### src/common/hamming_config.svh
// Hamming store configuration
`ifndef HAMMING_CONFIG_SVH
`define HAMMING_CONFIG_SVH

// store geometry
`define HAM_DEPTH       16
`define HAM_ADDR_W      4

// pipeline latencies in clock cycles
`define HAM_ENC_LAT     2
`define HAM_DEC_LAT     3
`define HAM_RAM_RD_LAT  1

// counter widths
`define HAM_TIMER_W     3
`define HAM_CNT_W       8

`endif

### src/common/hamming_pkg.sv
// Hamming(31,26) shared types
`include "hamming_config.svh"

package hamming_pkg;

    localparam int DATA_W = 26;
    localparam int CODE_W = 31;
    localparam int SYN_W  = 5;

    typedef logic [DATA_W-1:0]          data_word_t;
    typedef logic [CODE_W-1:0]          code_word_t;
    typedef logic [SYN_W-1:0]           syndrome_t;
    typedef logic [$clog2(CODE_W)-1:0]  bit_index_t;
    typedef logic [`HAM_ADDR_W-1:0]     addr_t;
    typedef logic [`HAM_CNT_W-1:0]      err_count_t;

    typedef enum logic [1:0] {
        IDLE,
        ENC_WAIT,
        RD_WAIT,
        ACK_HOLD
    } ctrl_state_t;

    // xor of the 1-based positions of all set bits
    // zero for a valid codeword, else the position of a single flip
    function automatic syndrome_t calc_syndrome(input code_word_t c);
        syndrome_t s;
        s = '0;
        for (int i = 0; i < CODE_W; i++) begin
            if (c[i]) begin
                s = s ^ syndrome_t'(i + 1);
            end
        end
        return s;
    endfunction

endpackage

### src/codec/hamming_encoder.sv
// Hamming(31,26) pipelined encoder
`timescale 1ns/1ps

module hamming_encoder
    import hamming_pkg::*;
(
    input  logic       clk,
    input  data_word_t data,
    output code_word_t code
);

    code_word_t placed;

    // spread data over the non power-of-two positions, parity slots left zero
    function automatic code_word_t place_data(input data_word_t d);
        code_word_t c;
        int k;
        c = '0;
        k = 0;
        for (int i = 0; i < CODE_W; i++) begin
            // position i+1 is a power of two when (i+1) & i is zero
            if (((i + 1) & i) != 0) begin
                c[i] = d[k];
                k++;
            end
        end
        return c;
    endfunction

    // parity bit j covers every position with bit j set
    // the syndrome of the parity-free word gives all five at once
    function automatic code_word_t add_parity(input code_word_t c);
        code_word_t r;
        syndrome_t s;
        r = c;
        s = calc_syndrome(c);
        for (int j = 0; j < SYN_W; j++) begin
            r[(1 << j) - 1] = s[j];
        end
        return r;
    endfunction

    // stage 1
    always_ff @(posedge clk) begin
        placed <= place_data(data);
    end

    // stage 2
    always_ff @(posedge clk) begin
        code <= add_parity(placed);
    end

endmodule

### src/codec/hamming_decoder.sv
// Hamming(31,26) pipelined decoder
`timescale 1ns/1ps

module hamming_decoder
    import hamming_pkg::*;
(
    input  logic       clk,
    input  code_word_t code,
    output data_word_t data,
    output logic       corrected
);

    // stage 1 registers
    code_word_t code_q1;
    syndrome_t  syn_q1;

    // stage 2 registers
    code_word_t fixed_q2;
    logic       err_q2;

    // pull the data bits back out of the non power-of-two positions
    function automatic data_word_t extract_data(input code_word_t c);
        data_word_t d;
        int k;
        d = '0;
        k = 0;
        for (int i = 0; i < CODE_W; i++) begin
            if (((i + 1) & i) != 0) begin
                d[k] = c[i];
                k++;
            end
        end
        return d;
    endfunction

    // stage 1: syndrome alongside the raw word
    always_ff @(posedge clk) begin
        code_q1 <= code;
        syn_q1  <= calc_syndrome(code);
    end

    // stage 2: single-bit correction
    // syndrome 31 maps to index 30, so every nonzero value is in range
    always_ff @(posedge clk) begin
        if (syn_q1 != '0) begin
            fixed_q2 <= code_q1 ^ (code_word_t'(1) << (syn_q1 - 5'd1));
        end else begin
            fixed_q2 <= code_q1;
        end
        err_q2 <= (syn_q1 != '0);
    end

    // stage 3: data extraction
    always_ff @(posedge clk) begin
        data      <= extract_data(fixed_q2);
        corrected <= err_q2;
    end

endmodule

### src/codeword_ram.sv
// Codeword storage with fault injection
`timescale 1ns/1ps

`include "hamming_config.svh"

module codeword_ram
    import hamming_pkg::*;
(
    input  logic       clk,
    input  logic       we,
    input  addr_t      waddr,
    input  code_word_t wdata,
    input  addr_t      raddr,
    output code_word_t rdata,
    input  logic       flip,
    input  addr_t      flip_addr,
    input  bit_index_t flip_bit
);

    code_word_t mem [`HAM_DEPTH];

    logic flip_hits_write;

    // a flip on the entry being written wins over the write
    assign flip_hits_write = flip && (flip_addr == waddr);

    always_ff @(posedge clk) begin
        if (we && !flip_hits_write) begin
            mem[waddr] <= wdata;
        end
        if (flip) begin
            // one-hot upset of the selected cell
            mem[flip_addr] <= mem[flip_addr] ^ (code_word_t'(1) << flip_bit);
        end
    end

    // registered read, one cycle after raddr
    always_ff @(posedge clk) begin
        rdata <= mem[raddr];
    end

endmodule

### src/latency_timer.sv
// Pipeline wait timer
`timescale 1ns/1ps

`include "hamming_config.svh"

module latency_timer (
    input  logic                    clk,
    input  logic                    reset,
    input  logic                    load,
    input  logic [`HAM_TIMER_W-1:0] load_value,
    output logic                    done
);

    logic [`HAM_TIMER_W-1:0] count;
    logic                    busy;

    always_ff @(posedge clk) begin
        if (reset) begin
            count <= '0;
            busy  <= 1'b0;
        end else if (load) begin
            count <= load_value;
            busy  <= 1'b1;
        end else if (busy) begin
            if (count == '0) begin
                // back to idle after the done cycle
                busy <= 1'b0;
            end else begin
                count <= count - 1'b1;
            end
        end
    end

    // single-cycle pulse once the count has run out
    assign done = busy && (count == '0);

endmodule

### src/op_controller.sv
// Handshake and operation sequencer
`timescale 1ns/1ps

`include "hamming_config.svh"

module op_controller
    import hamming_pkg::*;
(
    input  logic                    clk,
    input  logic                    reset,
    input  logic                    req,
    input  logic                    we,
    input  addr_t                   addr,
    input  data_word_t              wdata,
    input  data_word_t              dec_data,
    input  logic                    dec_corrected,
    input  logic                    timer_done,
    output logic                    ack,
    output data_word_t              rdata,
    output logic                    corrected,
    output err_count_t              corrected_count,
    output data_word_t              enc_data,
    output logic                    ram_we,
    output addr_t                   ram_addr,
    output logic                    timer_load,
    output logic [`HAM_TIMER_W-1:0] timer_value
);

    // done is seen one cycle after the count reaches zero
    // write: encoder latency, then the write cycle itself
    localparam logic [`HAM_TIMER_W-1:0] wr_wait = `HAM_TIMER_W'(`HAM_ENC_LAT + 1);
    // read: ram read plus the decoder pipeline
    localparam logic [`HAM_TIMER_W-1:0] rd_wait = `HAM_TIMER_W'(`HAM_RAM_RD_LAT + `HAM_DEC_LAT);

    ctrl_state_t state;

    logic start;

    assign start = (state == IDLE) && req;

    assign timer_load  = start;
    assign timer_value = we ? wr_wait : rd_wait;

    // encoded word is ready by the time done arrives
    assign ram_we = (state == ENC_WAIT) && timer_done;

    always_ff @(posedge clk) begin
        if (reset) begin
            state           <= IDLE;
            ack             <= 1'b0;
            corrected       <= 1'b0;
            corrected_count <= '0;
        end else begin
            case (state)
                IDLE: begin
                    if (req) begin
                        state <= we ? ENC_WAIT : RD_WAIT;
                    end
                end
                ENC_WAIT: begin
                    if (timer_done) begin
                        corrected <= 1'b0;
                        ack       <= 1'b1;
                        state     <= ACK_HOLD;
                    end
                end
                RD_WAIT: begin
                    if (timer_done) begin
                        corrected <= dec_corrected;
                        // saturate rather than wrap
                        if (dec_corrected && corrected_count != '1) begin
                            corrected_count <= corrected_count + 1'b1;
                        end
                        ack   <= 1'b1;
                        state <= ACK_HOLD;
                    end
                end
                ACK_HOLD: begin
                    // host owns the length of the ack phase
                    if (!req) begin
                        ack   <= 1'b0;
                        state <= IDLE;
                    end
                end
                default: begin
                    state <= IDLE;
                end
            endcase
        end
    end

    // request payload and read result
    always_ff @(posedge clk) begin
        if (start) begin
            ram_addr <= addr;
            enc_data <= wdata;
        end
        if (state == RD_WAIT && timer_done) begin
            rdata <= dec_data;
        end
    end

endmodule

### src/ecc_store_top.sv
// ECC word store top level
`timescale 1ns/1ps

`include "hamming_config.svh"

module ecc_store_top
    import hamming_pkg::*;
(
    input  logic       clk,
    input  logic       reset,
    input  logic       req,
    input  logic       we,
    input  addr_t      addr,
    input  data_word_t wdata,
    output logic       ack,
    output data_word_t rdata,
    output logic       corrected,
    output err_count_t corrected_count,
    input  logic       flip,
    input  addr_t      flip_addr,
    input  bit_index_t flip_bit
);

    data_word_t enc_data;
    code_word_t enc_code;
    code_word_t ram_rdata;
    data_word_t dec_data;
    logic       dec_corrected;
    logic       ram_we;
    addr_t      ram_addr;

    logic                    timer_load;
    logic [`HAM_TIMER_W-1:0] timer_value;
    logic                    timer_done;

    op_controller u_ctrl (
        .clk             (clk),
        .reset           (reset),
        .req             (req),
        .we              (we),
        .addr            (addr),
        .wdata           (wdata),
        .dec_data        (dec_data),
        .dec_corrected   (dec_corrected),
        .timer_done      (timer_done),
        .ack             (ack),
        .rdata           (rdata),
        .corrected       (corrected),
        .corrected_count (corrected_count),
        .enc_data        (enc_data),
        .ram_we          (ram_we),
        .ram_addr        (ram_addr),
        .timer_load      (timer_load),
        .timer_value     (timer_value)
    );

    latency_timer u_timer (
        .clk        (clk),
        .reset      (reset),
        .load       (timer_load),
        .load_value (timer_value),
        .done       (timer_done)
    );

    hamming_encoder u_enc (
        .clk  (clk),
        .data (enc_data),
        .code (enc_code)
    );

    // one address serves both ports
    codeword_ram u_ram (
        .clk       (clk),
        .we        (ram_we),
        .waddr     (ram_addr),
        .wdata     (enc_code),
        .raddr     (ram_addr),
        .rdata     (ram_rdata),
        .flip      (flip),
        .flip_addr (flip_addr),
        .flip_bit  (flip_bit)
    );

    hamming_decoder u_dec (
        .clk       (clk),
        .code      (ram_rdata),
        .data      (dec_data),
        .corrected (dec_corrected)
    );

endmodule

### config.mk
export PLATFORM = sky130hd
export DESIGN_NAME = ecc_store_top
export DESIGN_NICKNAME = d
export VERILOG_FILES = /design/src/common/hamming_pkg.sv /design/src/codec/hamming_encoder.sv /design/src/codec/hamming_decoder.sv /design/src/codeword_ram.sv /design/src/latency_timer.sv /design/src/op_controller.sv /design/src/ecc_store_top.sv
export VERILOG_INCLUDE_DIRS = /design/src /design/src/common
export SDC_FILE = /design/constraint.sdc
export NUM_CORES = 1
export LEC_CHECK = 0
export ABC_CLOCK_PERIOD_IN_PS = 6600
export BUFFER_PORTS_ARGS = -buffer_cell sky130_fd_sc_hd__buf_4
export CORE_MARGIN = 2
export CORE_UTILIZATION = 29
export CTS_CLUSTER_DIAMETER = 80
export DETAILED_ROUTE_END_ITERATION = 8
export PLACE_DENSITY = 0.53
export REMOVE_ABC_BUFFERS = 1
export SLEW_MARGIN = 25
export SYNTH_ARGS = -nofsm -noshare
export SYNTH_HDL_FRONTEND = slang
export SYNTH_HIERARCHICAL = 1
export SYNTH_SLANG_ARGS = --single-unit
### constraint.sdc
create_clock -name clk -period 6.6 [get_ports clk]
set_clock_uncertainty 0.2 [all_clocks]
set_input_delay 0.33 -clock clk [delete_from_list [all_inputs] [get_ports clk]]
set_output_delay 0.33 -clock clk [all_outputs]
set_load 0.02 [all_outputs]
==> flow_summary.yaml <==
floorplanning:
  design.core.area_um2: 121900
  rows: 128
  die_area_um2: 125700
  die-height_um: 354.5
  ios: 80
  dieWidth_um: 354.5
  initial_core_util_pct: 29.24
clock_tree:
  cts_tree: "done"
  cts-root-buf: "clkbuf_16"
  post_cts_buffers: 0
  cts_made_buffers: 81
  cts.sinks: 741
  clock_latency_ns: 0.66
  clkTransAtPathRegs_ns: 0.06
  htreeDepth: 3
  cts-resized-gates: 0
  clk_path_buf_depth: 3
  hold_buffers: 35
global_route:
  grt_max_degree: 69
  grt_pass1_vias: 22630
  grt_pass1_wl_um: 158700
  globalRouteTotalUtil_pct: 17.19
  antenna_found_initial: 10
  gr-total-overflow: 0
timing:
  hold_violations: 0
  whs_ns: 0.1263
  slew_headroom_pct: 27.69
  max_freq_mhz: 273.1
  grt_setup_unrepaired: "false"
  tightest_slew_ns: 1.083
  finalSetupTns_ns: 0
  min_period_ns: 3.662
  finalCritPeriodShare_pct: 55.49
  finalSetupViolations: 0
  drv_slew: 0
status:
  status: "completed"
setup_path:
  path_delay_family: "compound AO/OA/AOI/OAI gates"
  cp_max_fo: 17
  crit_required_ns: 6.70
  cpPeakStageDelay_ns: 0.86
  crit_chain: "inv_1, ha_1, nand2b_4, nor2_1, and2_2, nor2b_1, o211ai_1, o22ai_4, buf_4"
  reg2reg_setup_slack_ns: 2.94
  arrival_ns: 3.76
  crit_slowest_cell: "o22ai_4"
  critical_path_class: "reg -> reg"
  cp-start-kind: "flip-flop"
  endpoint_kind: "flip-flop"
  critPathBufInv: 2
logic_synthesis:
  ys_ff_latch: 741
  synth_edf_count: 552
  yosysSeqAreaShare_pct: 57.13
  ys_warn_count: 6
  synthesis.instances: 2773
  synth.mux.area_fraction_pct: 15.76
  synth_top_area_share_pct: 46.52
  synth_top_family_by_area: "multiplexers"
  ys.flop_type: "edfxtp_1"
  synthSimpleGateAreaFrac_pct: 7.942
  synthMostInstantiatedCell: "edfxtp_1"
  ys_top_cells_by_area: "edfxtp_1 47%, mux4_2 16%, dfxtp_1 11%"
  netlist_area_um2: 35640
  ys_types: 58
  synthArstFlopShare_pct: 0
  synthAdderAreaFrac_pct: 0.2809
  synth_compound_area_share_pct: 9.090
  synth_top_area_cell: "edfxtp_1"
  synth_top_cells_by_count: "552 x edfxtp_1, 383 x nor2_1, 347 x a21oi_1, 248 x mux4_2, 215 x nand2_1"
  synth_xor_area_share_pct: 6.629
  synth.avg_cell_area_um2: 12.85
hold_path:
  hp-class: "reg -> reg"
layout:
  final_nets: 2825
  layout-drive-gt1-share_pct: 19.25
  post-route-util_pct: 33.56
  design_area_um2: 40900
  area_growth_pct: 14.76
run:
  cap_violations: 0
placement:
  routabilityCongestion: 0.8000
  place.port_buffers: 79
  hpwl_um: 65210
  placed_area_um2: 37830
pwr:
  power_mw: 14.20
  ir_drop_v: 0.0002079
  p_leak_nw: 13.79
  power_density_nw_per_um2: 347.3
detailed_routing:
  drtPass1Iterations: 5
  viasPerCell: 5.213
  vias: 23260
  drc_errors: 0
  wl_per_cell_um: 24.55
  wl_um: 109600
  ant_nets: 0
  drtIter0Drc: 2936
## cell usage in the layout (no fill, tap or decap), drive strengths merged, types with 2 or more instances in the layout
| cell | count |
|---|---|
| edfxtp | 552 |
| nor2 | 388 |
| a21oi | 347 |
| mux4 | 248 |
| nand2 | 215 |
| dfxtp | 189 |
| o21ai | 164 |
| buf | 125 |
| xnor2 | 118 |
| clkbuf | 118 |
| xor2 | 94 |
| a22oi | 62 |
| dlygate4sd3 | 35 |
| xnor3 | 21 |
| clkinv | 20 |
| nor3 | 14 |
| inv | 14 |
| nand3 | 13 |
| nor2b | 12 |
| nand2b | 11 |
| nand3b | 10 |
| o22ai | 9 |
| nor3b | 9 |
| ha | 8 |
| and2 | 4 |
| o211ai | 4 |
| clkinvlp | 3 |
| and3 | 3 |
| mux2i | 3 |
| o2111ai | 3 |
| nand4 | 3 |
| diode | 2 |
| a211oi | 2 |
| o21bai | 2 |
| or3 | 2 |
## sequential cells by signal (all words and copies together), names as in the netlist, 26 cells and up
register and count:
u_ctrl/enc_data 26, u_ctrl/rdata 26, u_dec/code_q1 26, u_dec/data 26, u_dec/fixed_q2 26, u_enc/code 31
u_enc/placed 26, u_ram/mem 496, u_ram/rdata 31
## where the power goes
group / internal (mW) / leakage (nW) / total (mW) / switching (mW)
logic: 1.58 / 5.90 / 3.28 / 1.70
registers: 5.81 / 6.59 / 6.38 / 0.576
clock network: 2.61 / 1.30 / 4.54 / 1.93
## through the flow
| step | worst slack [ns] | cells |
|---|---|---|
| 2_1_floorplan | -2.212 | 2530 |
| 5_1_grt | 2.704 | 4461 |
| 3_3_place_gp | 2.686 | 4278 |
| 4_1_cts | 2.839 | 4459 |
| 3_5_place_dp | 2.678 | 4278 |
| 6_report | 2.938 | 4463 |
## worst reg2reg max path: stages (launching register included)
cell and delay (ns):
dfxtp_1 0.31, inv_1 0.09, ha_1 0.22, nand2b_4 0.09, nor2_1 0.19, and2_2 0.22, nor2b_1 0.20, o211ai_1 0.39
o22ai_4 0.86, buf_4 0.52
## routing by layer
layer | part of all wire, % | routed length (um) | vias to the layer above | track usage (%)
met3 | 11 | 12140 | 183 | 5.249
met4 | 2.5 | 2722 | 10 | 4.695
met1 | 42 | 46500 | 11580 | 24.12
met2 | 44 | 48140 | 1194 | 25.65
met5 | 0.055 | 60 | - | 0
li1 | - | - | 10300 | -
## cell families after synthesis
logic type	Yosys count
AO/OA/AOI/OAI	599
XOR/XNOR	234
adder cells (fa/ha/maj)	8
buffers and inverters	253
flip-flops	741
multiplexers	251
AND/OR/NAND/NOR	687
## final timing paths
path / cells past startpoint / start / endpoint
worst max-delay path: 9 / u_timer/count[0] / u_ram/mem[6][30]
worst min-delay path: 0 / u_dec/fixed_q2[17] / u_dec/data[12]
worst max register to register: 9 / u_timer/count[0] / u_ram/mem[6][30]
worst min register to register: 0 / u_dec/fixed_q2[17] / u_dec/data[12]
## layout make-up
type | instances | area (um2)
clock inverter | 28 | 207.7
multi-input combinational | 1779 | 14470
fill | 11810 | 80980
sequential | 741 | 20360
tap | 1625 | 2033
inverter | 10 | 37.54
antenna | 2 | 5.005
timing repair buffer | 160 | 1348
clock buffer | 118 | 2435
No activity file was read; power rests on OpenSTA's default activity.
